===== src/design/rvCore_defs.svh =====
`ifndef RVCORE_DEFS_SVH
`define RVCORE_DEFS_SVH

// datapath widths
`define WORD_WIDTH 32
`define RF_ADDR_WIDTH 5
`define RF_DEPTH 32

// fetch
`define PC_STEP 32'd4
`define RESET_PC 32'h0000_0000

// addi x0, x0, 0
`define NOP_INSTR 32'h0000_0013

`define FUNCT3_WORD 3'b010   // lw / sw width field
`define FUNCT7_SUB 7'b0100000

`endif


===== src/design/rvCorePkg.sv =====
`include "rvCore_defs.svh"

package rvCorePkg;

    typedef logic [`WORD_WIDTH-1:0] word_t;
    typedef logic [`RF_ADDR_WIDTH-1:0] regAddr_t;

    typedef struct packed {
        logic [6:0] funct7;
        regAddr_t   rs2;
        regAddr_t   rs1;
        logic [2:0] funct3;
        regAddr_t   rd;
        logic [6:0] opcode;
    } rType_t;

    typedef struct packed {
        logic [11:0] imm;
        regAddr_t    rs1;
        logic [2:0]  funct3;
        regAddr_t    rd;
        logic [6:0]  opcode;
    } iType_t;

    // immediate split around the rd field
    typedef struct packed {
        logic [6:0] immHi;
        regAddr_t   rs2;
        regAddr_t   rs1;
        logic [2:0] funct3;
        logic [4:0] immLo;
        logic [6:0] opcode;
    } sType_t;

    typedef union packed {
        rType_t r;
        iType_t i;
        sType_t s;
    } instr_t;

    typedef enum logic [6:0] {
        opcOp    = 7'b0110011,
        opcOpImm = 7'b0010011,
        opcLoad  = 7'b0000011,
        opcStore = 7'b0100011
    } opcode_e;

    typedef enum logic [2:0] {
        aluAdd, aluSub, aluSlt, aluSltu, aluXor, aluOr, aluAnd
    } aluOp_e;

    typedef struct packed {
        word_t    rs1Data;
        word_t    rs2Data;
        word_t    imm;
        regAddr_t rs1;
        regAddr_t rs2;
        regAddr_t rd;
        aluOp_e   aluOp;
        logic     useImm;
        logic     memRead;
        logic     memWrite;
        logic     regWrite;
    } idEx_t;

    typedef struct packed {
        word_t    aluResult;
        word_t    storeData;
        regAddr_t rd;
        logic     memRead;
        logic     memWrite;
        logic     regWrite;
    } exMem_t;

    typedef struct packed {
        word_t addr;
        word_t wdata;
        logic  read;
        logic  write;
    } dMemReq_t;

    typedef struct packed {
        logic     regWrite;
        regAddr_t rd;
        word_t    data;
    } wbPort_t;

endpackage


===== src/design/decodeStage.sv =====
`include "rvCore_defs.svh"

module decodeStage import rvCorePkg::*; (
    input  logic    clk,
    input  logic    rstN,
    input  instr_t  iMemData,
    input  wbPort_t wb,
    output logic    stallN,
    output idEx_t   idEx
);

    logic   firstCycle;
    instr_t instr;
    word_t  rs1Val, rs2Val;
    logic   usesRs2;
    idEx_t  decoded;

    function automatic aluOp_e aluFromFunct3(input logic [2:0] f3);
        case (f3)
            3'b010:  return aluSlt;
            3'b011:  return aluSltu;
            3'b100:  return aluXor;
            3'b110:  return aluOr;
            3'b111:  return aluAnd;
            default: return aluAdd;
        endcase
    endfunction

    // sll / srl / sra codes, not supported
    function automatic logic isShift(input logic [2:0] f3);
        return f3[1:0] == 2'b01;
    endfunction

    always_ff @(posedge clk or negedge rstN) begin
        if (!rstN) begin
            firstCycle <= 1'b1;
        end else begin
            firstCycle <= 1'b0;
        end
    end

    // memory output not valid yet in the first cycle
    assign instr = firstCycle ? instr_t'(`NOP_INSTR) : iMemData;

    regFile rf (
        .clk     (clk),
        .rstN    (rstN),
        .rs1Addr (instr.r.rs1),
        .rs2Addr (instr.r.rs2),
        .wb      (wb),
        .rs1Data (rs1Val),
        .rs2Data (rs2Val)
    );

    always_comb begin
        decoded         = '0;
        decoded.rs1Data = rs1Val;
        decoded.rs2Data = rs2Val;
        decoded.rs1     = instr.r.rs1;
        decoded.rs2     = instr.r.rs2;
        decoded.rd      = instr.r.rd;
        decoded.imm     = {{(`WORD_WIDTH-12){instr.i.imm[11]}}, instr.i.imm};
        decoded.aluOp   = aluAdd;
        usesRs2         = 1'b0;
        case (instr.r.opcode)
            opcOp: begin
                usesRs2 = 1'b1;
                decoded.aluOp = (instr.r.funct7 == `FUNCT7_SUB) ? aluSub
                                                                 : aluFromFunct3(instr.r.funct3);
                decoded.regWrite = !isShift(instr.r.funct3) &&
                    (instr.r.funct7 == '0 ||
                     (instr.r.funct3 == 3'b000 && instr.r.funct7 == `FUNCT7_SUB));
            end
            opcOpImm: begin
                decoded.aluOp    = aluFromFunct3(instr.i.funct3);
                decoded.useImm   = 1'b1;
                decoded.regWrite = !isShift(instr.i.funct3);
            end
            opcLoad: begin
                decoded.useImm   = 1'b1;   // address = rs1 + imm
                decoded.memRead  = instr.i.funct3 == `FUNCT3_WORD;
                decoded.regWrite = instr.i.funct3 == `FUNCT3_WORD;
            end
            opcStore: begin
                usesRs2          = 1'b1;
                decoded.imm      = {{(`WORD_WIDTH-12){instr.s.immHi[6]}},
                                    instr.s.immHi, instr.s.immLo};
                decoded.useImm   = 1'b1;
                decoded.memWrite = instr.s.funct3 == `FUNCT3_WORD;
            end
            default: ;   // unknown word acts as nop
        endcase
    end

    // load in execute feeding the word in decode
    assign stallN = !(idEx.memRead && idEx.rd != '0 &&
                      (idEx.rd == instr.r.rs1 || (usesRs2 && idEx.rd == instr.r.rs2)));

    always_ff @(posedge clk or negedge rstN) begin
        if (!rstN) begin
            idEx <= '0;
        end else begin
            idEx <= decoded;
            if (!stallN) begin
                idEx.memRead  <= 1'b0;   // bubble
                idEx.memWrite <= 1'b0;
                idEx.regWrite <= 1'b0;
            end
        end
    end

endmodule


===== src/design/executeStage.sv =====
module executeStage import rvCorePkg::*; (
    input  logic     clk,
    input  logic     rstN,
    input  idEx_t    idEx,
    input  wbPort_t  wb,
    output exMem_t   exMem,
    output dMemReq_t dMemReq
);

    word_t opA, opB;
    word_t rs2Fwd;   // also the store data
    word_t aluOut;

    // memory stage first, loads there are excluded
    function automatic word_t forwardOp(input regAddr_t src, input word_t regVal,
                                        input exMem_t mem, input wbPort_t wbSrc);
        if (mem.regWrite && !mem.memRead && mem.rd != '0 && mem.rd == src) begin
            return mem.aluResult;
        end
        if (wbSrc.regWrite && wbSrc.rd != '0 && wbSrc.rd == src) begin
            return wbSrc.data;
        end
        return regVal;
    endfunction

    always_comb begin
        opA    = forwardOp(idEx.rs1, idEx.rs1Data, exMem, wb);
        rs2Fwd = forwardOp(idEx.rs2, idEx.rs2Data, exMem, wb);
        opB    = idEx.useImm ? idEx.imm : rs2Fwd;
        case (idEx.aluOp)
            aluSub:  aluOut = opA - opB;
            aluSlt:  aluOut = word_t'($signed(opA) < $signed(opB));
            aluSltu: aluOut = word_t'(opA < opB);
            aluXor:  aluOut = opA ^ opB;
            aluOr:   aluOut = opA | opB;
            aluAnd:  aluOut = opA & opB;
            default: aluOut = opA + opB;   // add, load/store address
        endcase
    end

    always_ff @(posedge clk or negedge rstN) begin
        if (!rstN) begin
            exMem <= '0;
        end else begin
            exMem <= '{
                aluResult: aluOut,
                storeData: rs2Fwd,
                rd:        idEx.rd,
                memRead:   idEx.memRead,
                memWrite:  idEx.memWrite,
                regWrite:  idEx.regWrite
            };
        end
    end

    // request straight from the stage register
    assign dMemReq = '{
        addr:  exMem.aluResult,
        wdata: exMem.storeData,
        read:  exMem.memRead,
        write: exMem.memWrite
    };

endmodule


===== src/design/fetchUnit.sv =====
`include "rvCore_defs.svh"

module fetchUnit import rvCorePkg::*; (
    input  logic  clk,
    input  logic  rstN,
    input  logic  stallN,
    output word_t iMemAddr,
    output word_t decodePc
);

    word_t pc;

    always_ff @(posedge clk or negedge rstN) begin
        if (!rstN) begin
            pc       <= `RESET_PC;
            decodePc <= `RESET_PC;
        end else if (stallN) begin
            pc       <= pc + `PC_STEP;
            decodePc <= pc;             // address of the word now being read
        end
    end

    // on a stall the held instruction is fetched again
    assign iMemAddr = stallN ? pc : decodePc;

endmodule


===== src/design/regFile.sv =====
`include "rvCore_defs.svh"

module regFile import rvCorePkg::*; (
    input  logic     clk,
    input  logic     rstN,
    input  regAddr_t rs1Addr,
    input  regAddr_t rs2Addr,
    input  wbPort_t  wb,
    output word_t    rs1Data,
    output word_t    rs2Data
);

    word_t regs [1:`RF_DEPTH-1];   // x0 not stored

    always_ff @(posedge clk or negedge rstN) begin
        if (!rstN) begin
            for (int i = 1; i < `RF_DEPTH; i++) begin
                regs[i] <= '0;
            end
        end else if (wb.regWrite && wb.rd != '0) begin
            regs[wb.rd] <= wb.data;
        end
    end

    // same-cycle write shows through to the read port
    always_comb begin
        rs1Data = (rs1Addr == '0) ? '0 : regs[rs1Addr];
        rs2Data = (rs2Addr == '0) ? '0 : regs[rs2Addr];
        if (wb.regWrite && wb.rd != '0 && wb.rd == rs1Addr) begin
            rs1Data = wb.data;
        end
        if (wb.regWrite && wb.rd != '0 && wb.rd == rs2Addr) begin
            rs2Data = wb.data;
        end
    end

endmodule


===== src/design/resultStage.sv =====
module resultStage import rvCorePkg::*; (
    input  logic    clk,
    input  logic    rstN,
    input  exMem_t  exMem,
    input  word_t   dMemRData,
    output wbPort_t wb
);

    logic     regWriteQ;
    logic     loadQ;
    regAddr_t rdQ;
    word_t    aluQ;

    always_ff @(posedge clk or negedge rstN) begin
        if (!rstN) begin
            regWriteQ <= 1'b0;
            loadQ     <= 1'b0;
        end else begin
            regWriteQ <= exMem.regWrite;
            loadQ     <= exMem.memRead;
        end
    end

    always_ff @(posedge clk) begin
        rdQ  <= exMem.rd;
        aluQ <= exMem.aluResult;
    end

    // load data arrives one cycle after the request
    assign wb = '{regWrite: regWriteQ, rd: rdQ, data: loadQ ? dMemRData : aluQ};

endmodule


===== src/design/rvCore.sv =====
module rvCore import rvCorePkg::*; (
    input  logic     clk,
    input  logic     rstN,
    // instruction memory
    output word_t    iMemAddr,
    input  instr_t   iMemData,
    // data memory
    output dMemReq_t dMemReq,
    input  word_t    dMemRData
);

    logic    stallN;
    idEx_t   idEx;
    exMem_t  exMem;
    wbPort_t wb;

    fetchUnit fetch (
        .clk      (clk),
        .rstN     (rstN),
        .stallN   (stallN),
        .iMemAddr (iMemAddr),
        .decodePc ()            // no branches, pc not consumed downstream
    );

    decodeStage decode (
        .clk      (clk),
        .rstN     (rstN),
        .iMemData (iMemData),
        .wb       (wb),
        .stallN   (stallN),
        .idEx     (idEx)
    );

    executeStage execute (
        .clk     (clk),
        .rstN    (rstN),
        .idEx    (idEx),
        .wb      (wb),          // older forwarding source
        .exMem   (exMem),
        .dMemReq (dMemReq)
    );

    resultStage result (
        .clk       (clk),
        .rstN      (rstN),
        .exMem     (exMem),
        .dMemRData (dMemRData),
        .wb        (wb)
    );

endmodule


===== config.mk =====
export PLATFORM = sky130hd
export DESIGN_NAME = rvCore
export DESIGN_NICKNAME = d
export VERILOG_FILES = /design/src/design/rvCorePkg.sv /design/src/design/decodeStage.sv /design/src/design/executeStage.sv /design/src/design/fetchUnit.sv /design/src/design/regFile.sv /design/src/design/resultStage.sv /design/src/design/rvCore.sv
export VERILOG_INCLUDE_DIRS = /design/src /design/src/design
export SDC_FILE = /design/constraint.sdc
export NUM_CORES = 2
export LEC_CHECK = 0
export ABC_AREA = 1
export BUFFER_PORTS_ARGS = -buffer_cell sky130_fd_sc_hd__clkbuf_2
export CORE_MARGIN = 3
export CORE_UTILIZATION = 40
export CTS_CLUSTER_DIAMETER = 50
export DETAILED_ROUTE_END_ITERATION = 8
export GPL_TIMING_DRIVEN = 1
export HOLD_SLACK_MARGIN = 0.05
export SLEW_MARGIN = 20
export SYNTH_ARGS = -nofsm -noshare
export SYNTH_HDL_FRONTEND = slang
export SYNTH_SLANG_ARGS = --single-unit

===== constraint.sdc =====
create_clock -name clk -period 3.5 [get_ports clk]
set_input_delay 0.175 -clock clk [delete_from_list [all_inputs] [get_ports clk]]
set_output_delay 0.175 -clock clk [all_outputs]
set_load 0.005 [all_outputs]

==> After elaboration in Yosys (flattened, before gate mapping) <==
Index checks and enable logic that the tools add are counted.
{ "totals": {"latch_bits": 0, "mem_count": 0, "rom_bits": 0, "ram_bits": 0, "inputBits": 66, "ff_bits": 1266} }
{ "op_classes": {"div": 0, "n_mul": 0, "n_bitwise": 6, "n_lt_le_gt_ge": 6, "n_reduce_logical": 28, "add_sub_neg": 3, "n_eq_ne": 25, "n_mux": 42, "n_shift": 0} }
{ "ops": {"columns": ["cell", "n"], "rows": [
  ["$bwmux W992", 1],
  ["$mux W32", 21],
  ["$bmux W32 S5", 2],
  ["$pmux W32 S6", 1],
  ["$demux W32 S5", 1],
  ["$lt A32 B32 Y1", 2],
  ["$eq A5 B5 Y1", 8],
  ["$add A32 B3 Y32 const B", 1],
  ["$add A32 B32 Y32", 1],
  ["$and A32 B32 Y32", 1],
  ["$or A32 B32 Y32", 1],
  ["$sub A32 B32 Y32", 1],
  ["$xor A32 B32 Y32", 1],
  ["$eq A7 B6 Y1 const B", 3],
  ["$eq A3 B3 Y1 const B", 6],
  ["$ge A6 B6 Y1 const B", 3],
  ["$not A5 Y6", 3],
  ["$logic_and A1 B1 Y1", 15],
  ["$pmux W3 S5", 1],
  ["$reduce_bool A5 Y1", 3],
  ["$eq A3 B2 Y1 const B", 4],
  ["$logic_not A5 Y1", 2],
  ["$mux W1", 10],
  ["$eq A7 B2 Y1 const B", 1],
  ["other kinds (14)", 17]
]} }

==> Logic depth before layout (Yosys ltp) <==
{ "depth": {"ltp_word": 11, "mapped_depth": 28} }

==> Cells and area by module <==
A second synthesis with hierarchy kept.
{ "unflattened": {"hier_cells": 11429, "area_unflattened_um2": 76066.7} }
{ "modules_own_cells": {"columns": ["mod", "area_each_um2", "cells_each", "n_inst"], "rows": [
  ["regFile", 57790.4, 8835, 1],
  ["executeStage", 10737.8, 1826, 1],
  ["decodeStage", 3408.3, 290, 1],
  ["fetchUnit", 2840.2, 334, 1],
  ["resultStage", 1290.0, 144, 1]
]} }

==> Worst setup path after synthesis <==
Ideal clock, no wire load.
{ "synth_timing": {"path_kind": "reg-to-reg", "start": "register execute.exMem[4] (netlist name)", "end": "register execute.dMemReq[64] (netlist name)", "setup_time_ns": 0.131, "t_required_ns": 3.369, "path_slack_ns": 0.252, "n_path_buf": 1, "arrival_time_ns": 3.117, "path_stages_with_launch": 19, "path_cell_list": "dfrtp_1 > xor2_1 > nor4_1 > nand3_1 > clkbuf_1 > o21ai_0 > ha_1 > inv_1 > fa_1 > o21ai_1 > nand2_1 > nand2_1 > nand2_1 > nand2_1 > nand2_1 > nand2_1 > nand2_1 > nand3_1 > nand3_1"} }
{ "synth_between": {"elab_chain_len": 8, "word_cells_on_any_way": 17} }
{ "synth_rtl": {"columns": ["item", "line", "rtl"], "rows": [
  ["$reduce_bool A5 Y1", "executeStage.sv:17", "if (mem.regWrite && !mem.memRead && mem.rd != '0 && mem.rd == src) begin"],
  ["$logic_and A1 B1 Y1 (2 in series)", "executeStage.sv:17", null],
  ["$mux W1", "executeStage.sv:17", null],
  ["$mux W32", "executeStage.sv:20", "if (wbSrc.regWrite && wbSrc.rd != '0 && wbSrc.rd == src) begin"],
  ["$mux W32", "executeStage.sv:29", "opB = idEx.useImm ? idEx.imm : rs2Fwd;"],
  ["$add A32 B32 Y32, or another cell as far along", "executeStage.sv:37", "default: aluOut = opA + opB;"],
  ["$pmux W32 S6 *", "executeStage.sv:30", "case (idEx.aluOp)"],
  ["via execute.aluOut[30]", "executeStage.sv:12", "word_t aluOut;"]
]} }
The timed path passes the listed nets; every way through them passes the cells marked *.
A chain may end at the register's enable or synchronous reset.

==> Final worst setup path <==
{ "layout_timing": {"start": "register decode.idEx[18] (netlist name)", "end": "register execute.dMemReq[55] (netlist name)"} }
{ "layout_between": {"elab_chain_len": 8, "word_cells_on_any_way": 16} }
{ "layout_rtl": {"columns": ["item", "line", "rtl"], "rows": [
  ["$eq A5 B5 Y1", "executeStage.sv:20", null],
  ["$logic_and A1 B1 Y1", "executeStage.sv:20", null],
  ["$mux W1 (2 in series)", "executeStage.sv:20", null],
  ["$mux W32", "executeStage.sv:23", "return regVal;"],
  ["$mux W32 *", "executeStage.sv:20", null],
  ["$add A32 B32 Y32, or another cell as far along", "executeStage.sv:37", null],
  ["$pmux W32 S6 *", "executeStage.sv:30", null],
  ["via execute.aluOut[21]", "executeStage.sv:12", null]
]} }
The timed path passes the listed nets; every way through them passes the cells marked *. The select of a mux whose other input is x is not followed.

==> reports/results.ini <==
[critical_path]
slowest_stage = dfrtp_1
cpLargestDelayFamily = simple AND/OR/NAND/NOR gates
worst-path-buf-inv = 9
timing.critical_path.mode_cell = buf_4
arrival_ns = 4.24
path_class = reg2reg
cp_max_fo = 7
critPathCaptureType = flop
cp_cell_sequence = buf_4, xor2_1, nor4_2, nand3_2, buf_6, buf_12, o21ai_2, buf_4, inv_1, ha_4, buf_4, nand2_1, buf_4, inv_1, nand2_1, nor2_2, buf_4, nand3_2, nand3_1, nand2_1, nand3_1, nand3_1
reg2reg_from = decode.idEx[18]
crit_path_start_kind = flop
cp-startpoint = decode.idEx[18]
reg2reg_setup_slack_ns = -0.09
cp.required_ns = 4.15
critPathMaxStageDelay_ns = 0.37

[timing]
min_period_ns = 3.59
skew_ns = 0.0533
tightestPinTransition_ns = 1.03
rsz0062_at_grt = true
slew_headroom = 0.312
holdWs_ns = 0.123
period_share = 1.03
fin_ws_ns = -0.0905
setup-tns-final_ns = -0.148
clock.fmax_ghz = 0.279
setup_viol = 5
hold_viol = 0
drv_slew = 0

[power_and_ir_drop]
internal_power_w = 0.0356
p_leak_nw = 41.1
vdd_drop_max_v = 0.000420
p_sw_w = 0.0221
p_comb_frac = 0.329
pwr_density_cell_nw_per_um2 = 656
p_sw_frac = 0.383
p_clk_frac = 0.319
p_total_w = 0.0577
p_seq_frac = 0.351

[clock_network]
cts_tree = built
numCtsBuffers = 170
cts_max_path_buffers = 3
cts_root_buf = clkbuf_16
clk_pin_slew_worst_paths_ns = 0.06
clock_latency_ns = 0.83
cts.sinks = 1264
h-tree-depth = 4

[global_route]
grt_overflow = 0
grt_start_max_net_pins = 143
antenna_found_initial = 8
grt_pass1_vias = 71270
grt_pass1_wl_microns = 477000
track_usage = 0.339

[placement]
gp_congestion = 0.988
port_buffers = 163
hpwl_microns = 203000
dp.cells = 12442

[floorplanning]
rows = 156
io_pins = 164
dieArea_sq_um = 188000
die_x_microns = 434
initial_core_util = 0.403
die_y_microns = 434
core_sq_um = 181000

[min_path]
holdCritPathClass = in2reg
hold_start = iMemData[30]

[synth]
syn_area_sq_um = 73200
ys_seq_area_frac = 0.430
syn_nets = 10292
ys_ff_latch = 1264
async_flop_share = 0.971
synth.distinct_cells = 56
yosys_warnings = 0
synthFlopType = dfrtp_1
synth_edf_count = 0
avgSynthCellArea_sq_um = 7.22
synthesis.instances = 10127

[drt]
dr.pass1.iters = 8
route.detailed.drc = 0
drt_iter0_drc = 9642
ant_nets = 0
vias_per_cell = 5.89
totalWireLength_microns = 328000
vias = 75682
wl_per_cell_microns = 25.5

[job]
drv_cap = 0

[layout]
fin_cells = 12856
area_growth_pct = 20.3
nets = 10500
drive_gt1_frac = 0.149
fillCellCount = 17709

[outcome]
violations = setup timing
status = finished, violations left

cell families after synthesis:
family	Yosys count	share of synthesized area
and+or+nand+nor	3892	0.217
AOI/OAI and AO/OA	2897	0.221
buffers and inverters	1911	0.107
DFF	1264	0.430
adders and majority gates	99	0.0171
xor gates and xnor gates	63	0.00754
other	1	0.0000513
final timing paths:
check / to / cells after the start
worst max-delay path: execute.dMemReq[55] / 22
worst min-delay path: decode.idEx[32] / 4
worst max register to register: execute.dMemReq[55] / 22
worst min register to register: execute.dMemReq[0] / 0
max in group asynchronous: decode.rf.regs[532] / 3
min in group asynchronous: decode.rf.regs[707] / 3
sequential cells by signal, summed over array words and instances, names as in the netlist, 5 cells and up:
signal           flops
execute.dMemReq     66
execute.exMem        6
decode.rf.regs     992
result.rdQ           5
result.aluQ         32
fetch.decodePc      32
decode.idEx         98
fetch.pc            30
synthesized netlist by cell type (all sizes together), types with 2 or more instances:
| library cell | n | share of area |
|---|---|---|
| or2 | 8 | 0.00068 |
| dfxtp | 37 | 0.010 |
| xnor2 | 9 | 0.0011 |
| nand4 | 16 | 0.0014 |
| o221ai | 233 | 0.028 |
| a221oi | 9 | 0.0011 |
| nand3 | 783 | 0.054 |
| nor2 | 598 | 0.032 |
| o21ai | 1797 | 0.12 |
| ha | 97 | 0.017 |
| clkbuf | 471 | 0.024 |
| fa | 2 | 0.00055 |
| inv | 1031 | 0.053 |
| nor3 | 53 | 0.0038 |
| a21boi | 7 | 0.00072 |
| o2111ai | 5 | 0.00060 |
| nor4 | 7 | 0.00060 |
| and2 | 4 | 0.00034 |
| o211ai | 221 | 0.023 |
| o22ai | 22 | 0.0019 |
| buf | 404 | 0.030 |
| nand2 | 2419 | 0.12 |
| nand3b | 2 | 0.00021 |
| o21bai | 10 | 0.0010 |
| xor2 | 54 | 0.0065 |
| a31oi | 60 | 0.0051 |
| dfrtp | 1226 | 0.42 |
| clkinv | 5 | 0.00026 |
| a21oi | 526 | 0.036 |
layout make-up:
type | instances | area [sq um] | share of cell area
diodes | 5 | 12.5 | 0.000142
clock buffers | 232 | 4890 | 0.0556
clock inverters | 86 | 1100 | 0.0125
inverters | 1036 | 3950 | 0.0449
multi-input cells | 6954 | 35600 | 0.404
flip-flops and latches | 1264 | 31500 | 0.357
well taps | 2370 | 2970 | 0.0337
repair buffers | 906 | 8040 | 0.0913
repair inverters | 3 | 31.3 | 0.000355
routing by layer:
layer,wire length (microns),track usage,up-vias,share of wire
met1,133000,0.460,36278,0.41
li1,-,-,33933,-
met5,57,0,-,0.00017
met4,20000,0.182,8,0.061
met2,140000,0.503,4479,0.43
met3,34700,0.0749,984,0.11
metrics by stage:
| step | setup WS, ns | instance area [sq um] | util |
|---|---|---|---|
| after detailed placement | -0.504 | 79500 | 0.438 |
| after global routing | -0.248 | 88000 | 0.485 |
| after CTS | -0.0767 | 86400 | 0.477 |
| final | -0.0905 | 88000 | 0.485 |
| after floorplan | 0.252 | 73200 | - |
| after global placement | -0.555 | 79500 | 0.438 |
what timing repair did:
action / 4_1_cts / 5_1_grt
endpoints found under the hold margin: 1301 / 0
pin swaps: 12 / 27
hold buffers: 38 / 0
gates resized for setup: 129 / 321
gates cloned: 5 / 10
setup endpoints to repair: 56 / 55
setup buffers: 10 / 28
power groups by stage:
stage	combinational [W]	clock, W	sequential, W
CTS	0.0179	0.0186	0.0202
global route	0.0207	0.0193	0.0206
finish	0.0190	0.0184	0.0203
global placement	0.0174	0	0.0203
detailed placement	0.0176	0	0.0204
floorplan	0.0105	0	0.0194
cells in the final DEF, fill, tap and decap left out, drive strengths merged, types with 17 or more instances in the layout:
cell type,Yosys,layout
a21oi,526,526
a31oi,60,60
buf,404,717
bufinv,0,17
clkbuf,471,384
clkinv,5,40
clkinvlp,0,17
dfrtp,1226,1226
dfxtp,37,37
dlygate4sd3,0,37
ha,97,97
inv,1031,1051
nand2,2419,2421
nand3,783,783
nor2,598,598
nor3,53,53
o211ai,221,221
o21ai,1797,1797
o221ai,233,233
o22ai,22,22
xor2,54,54
worst reg2reg max path, delay by kind of cell, from the launching register on:
kind	cells	cell delay [ns]
adders and majority gates	1	0.30
buffers and inverters	9	1.16
DFF	1	0.37
AOI/OAI and AO/OA	1	0.13
and+or+nand+nor	10	1.32
xor gates and xnor gates	1	0.14
Note: power is estimated with default switching activity, not from simulation.
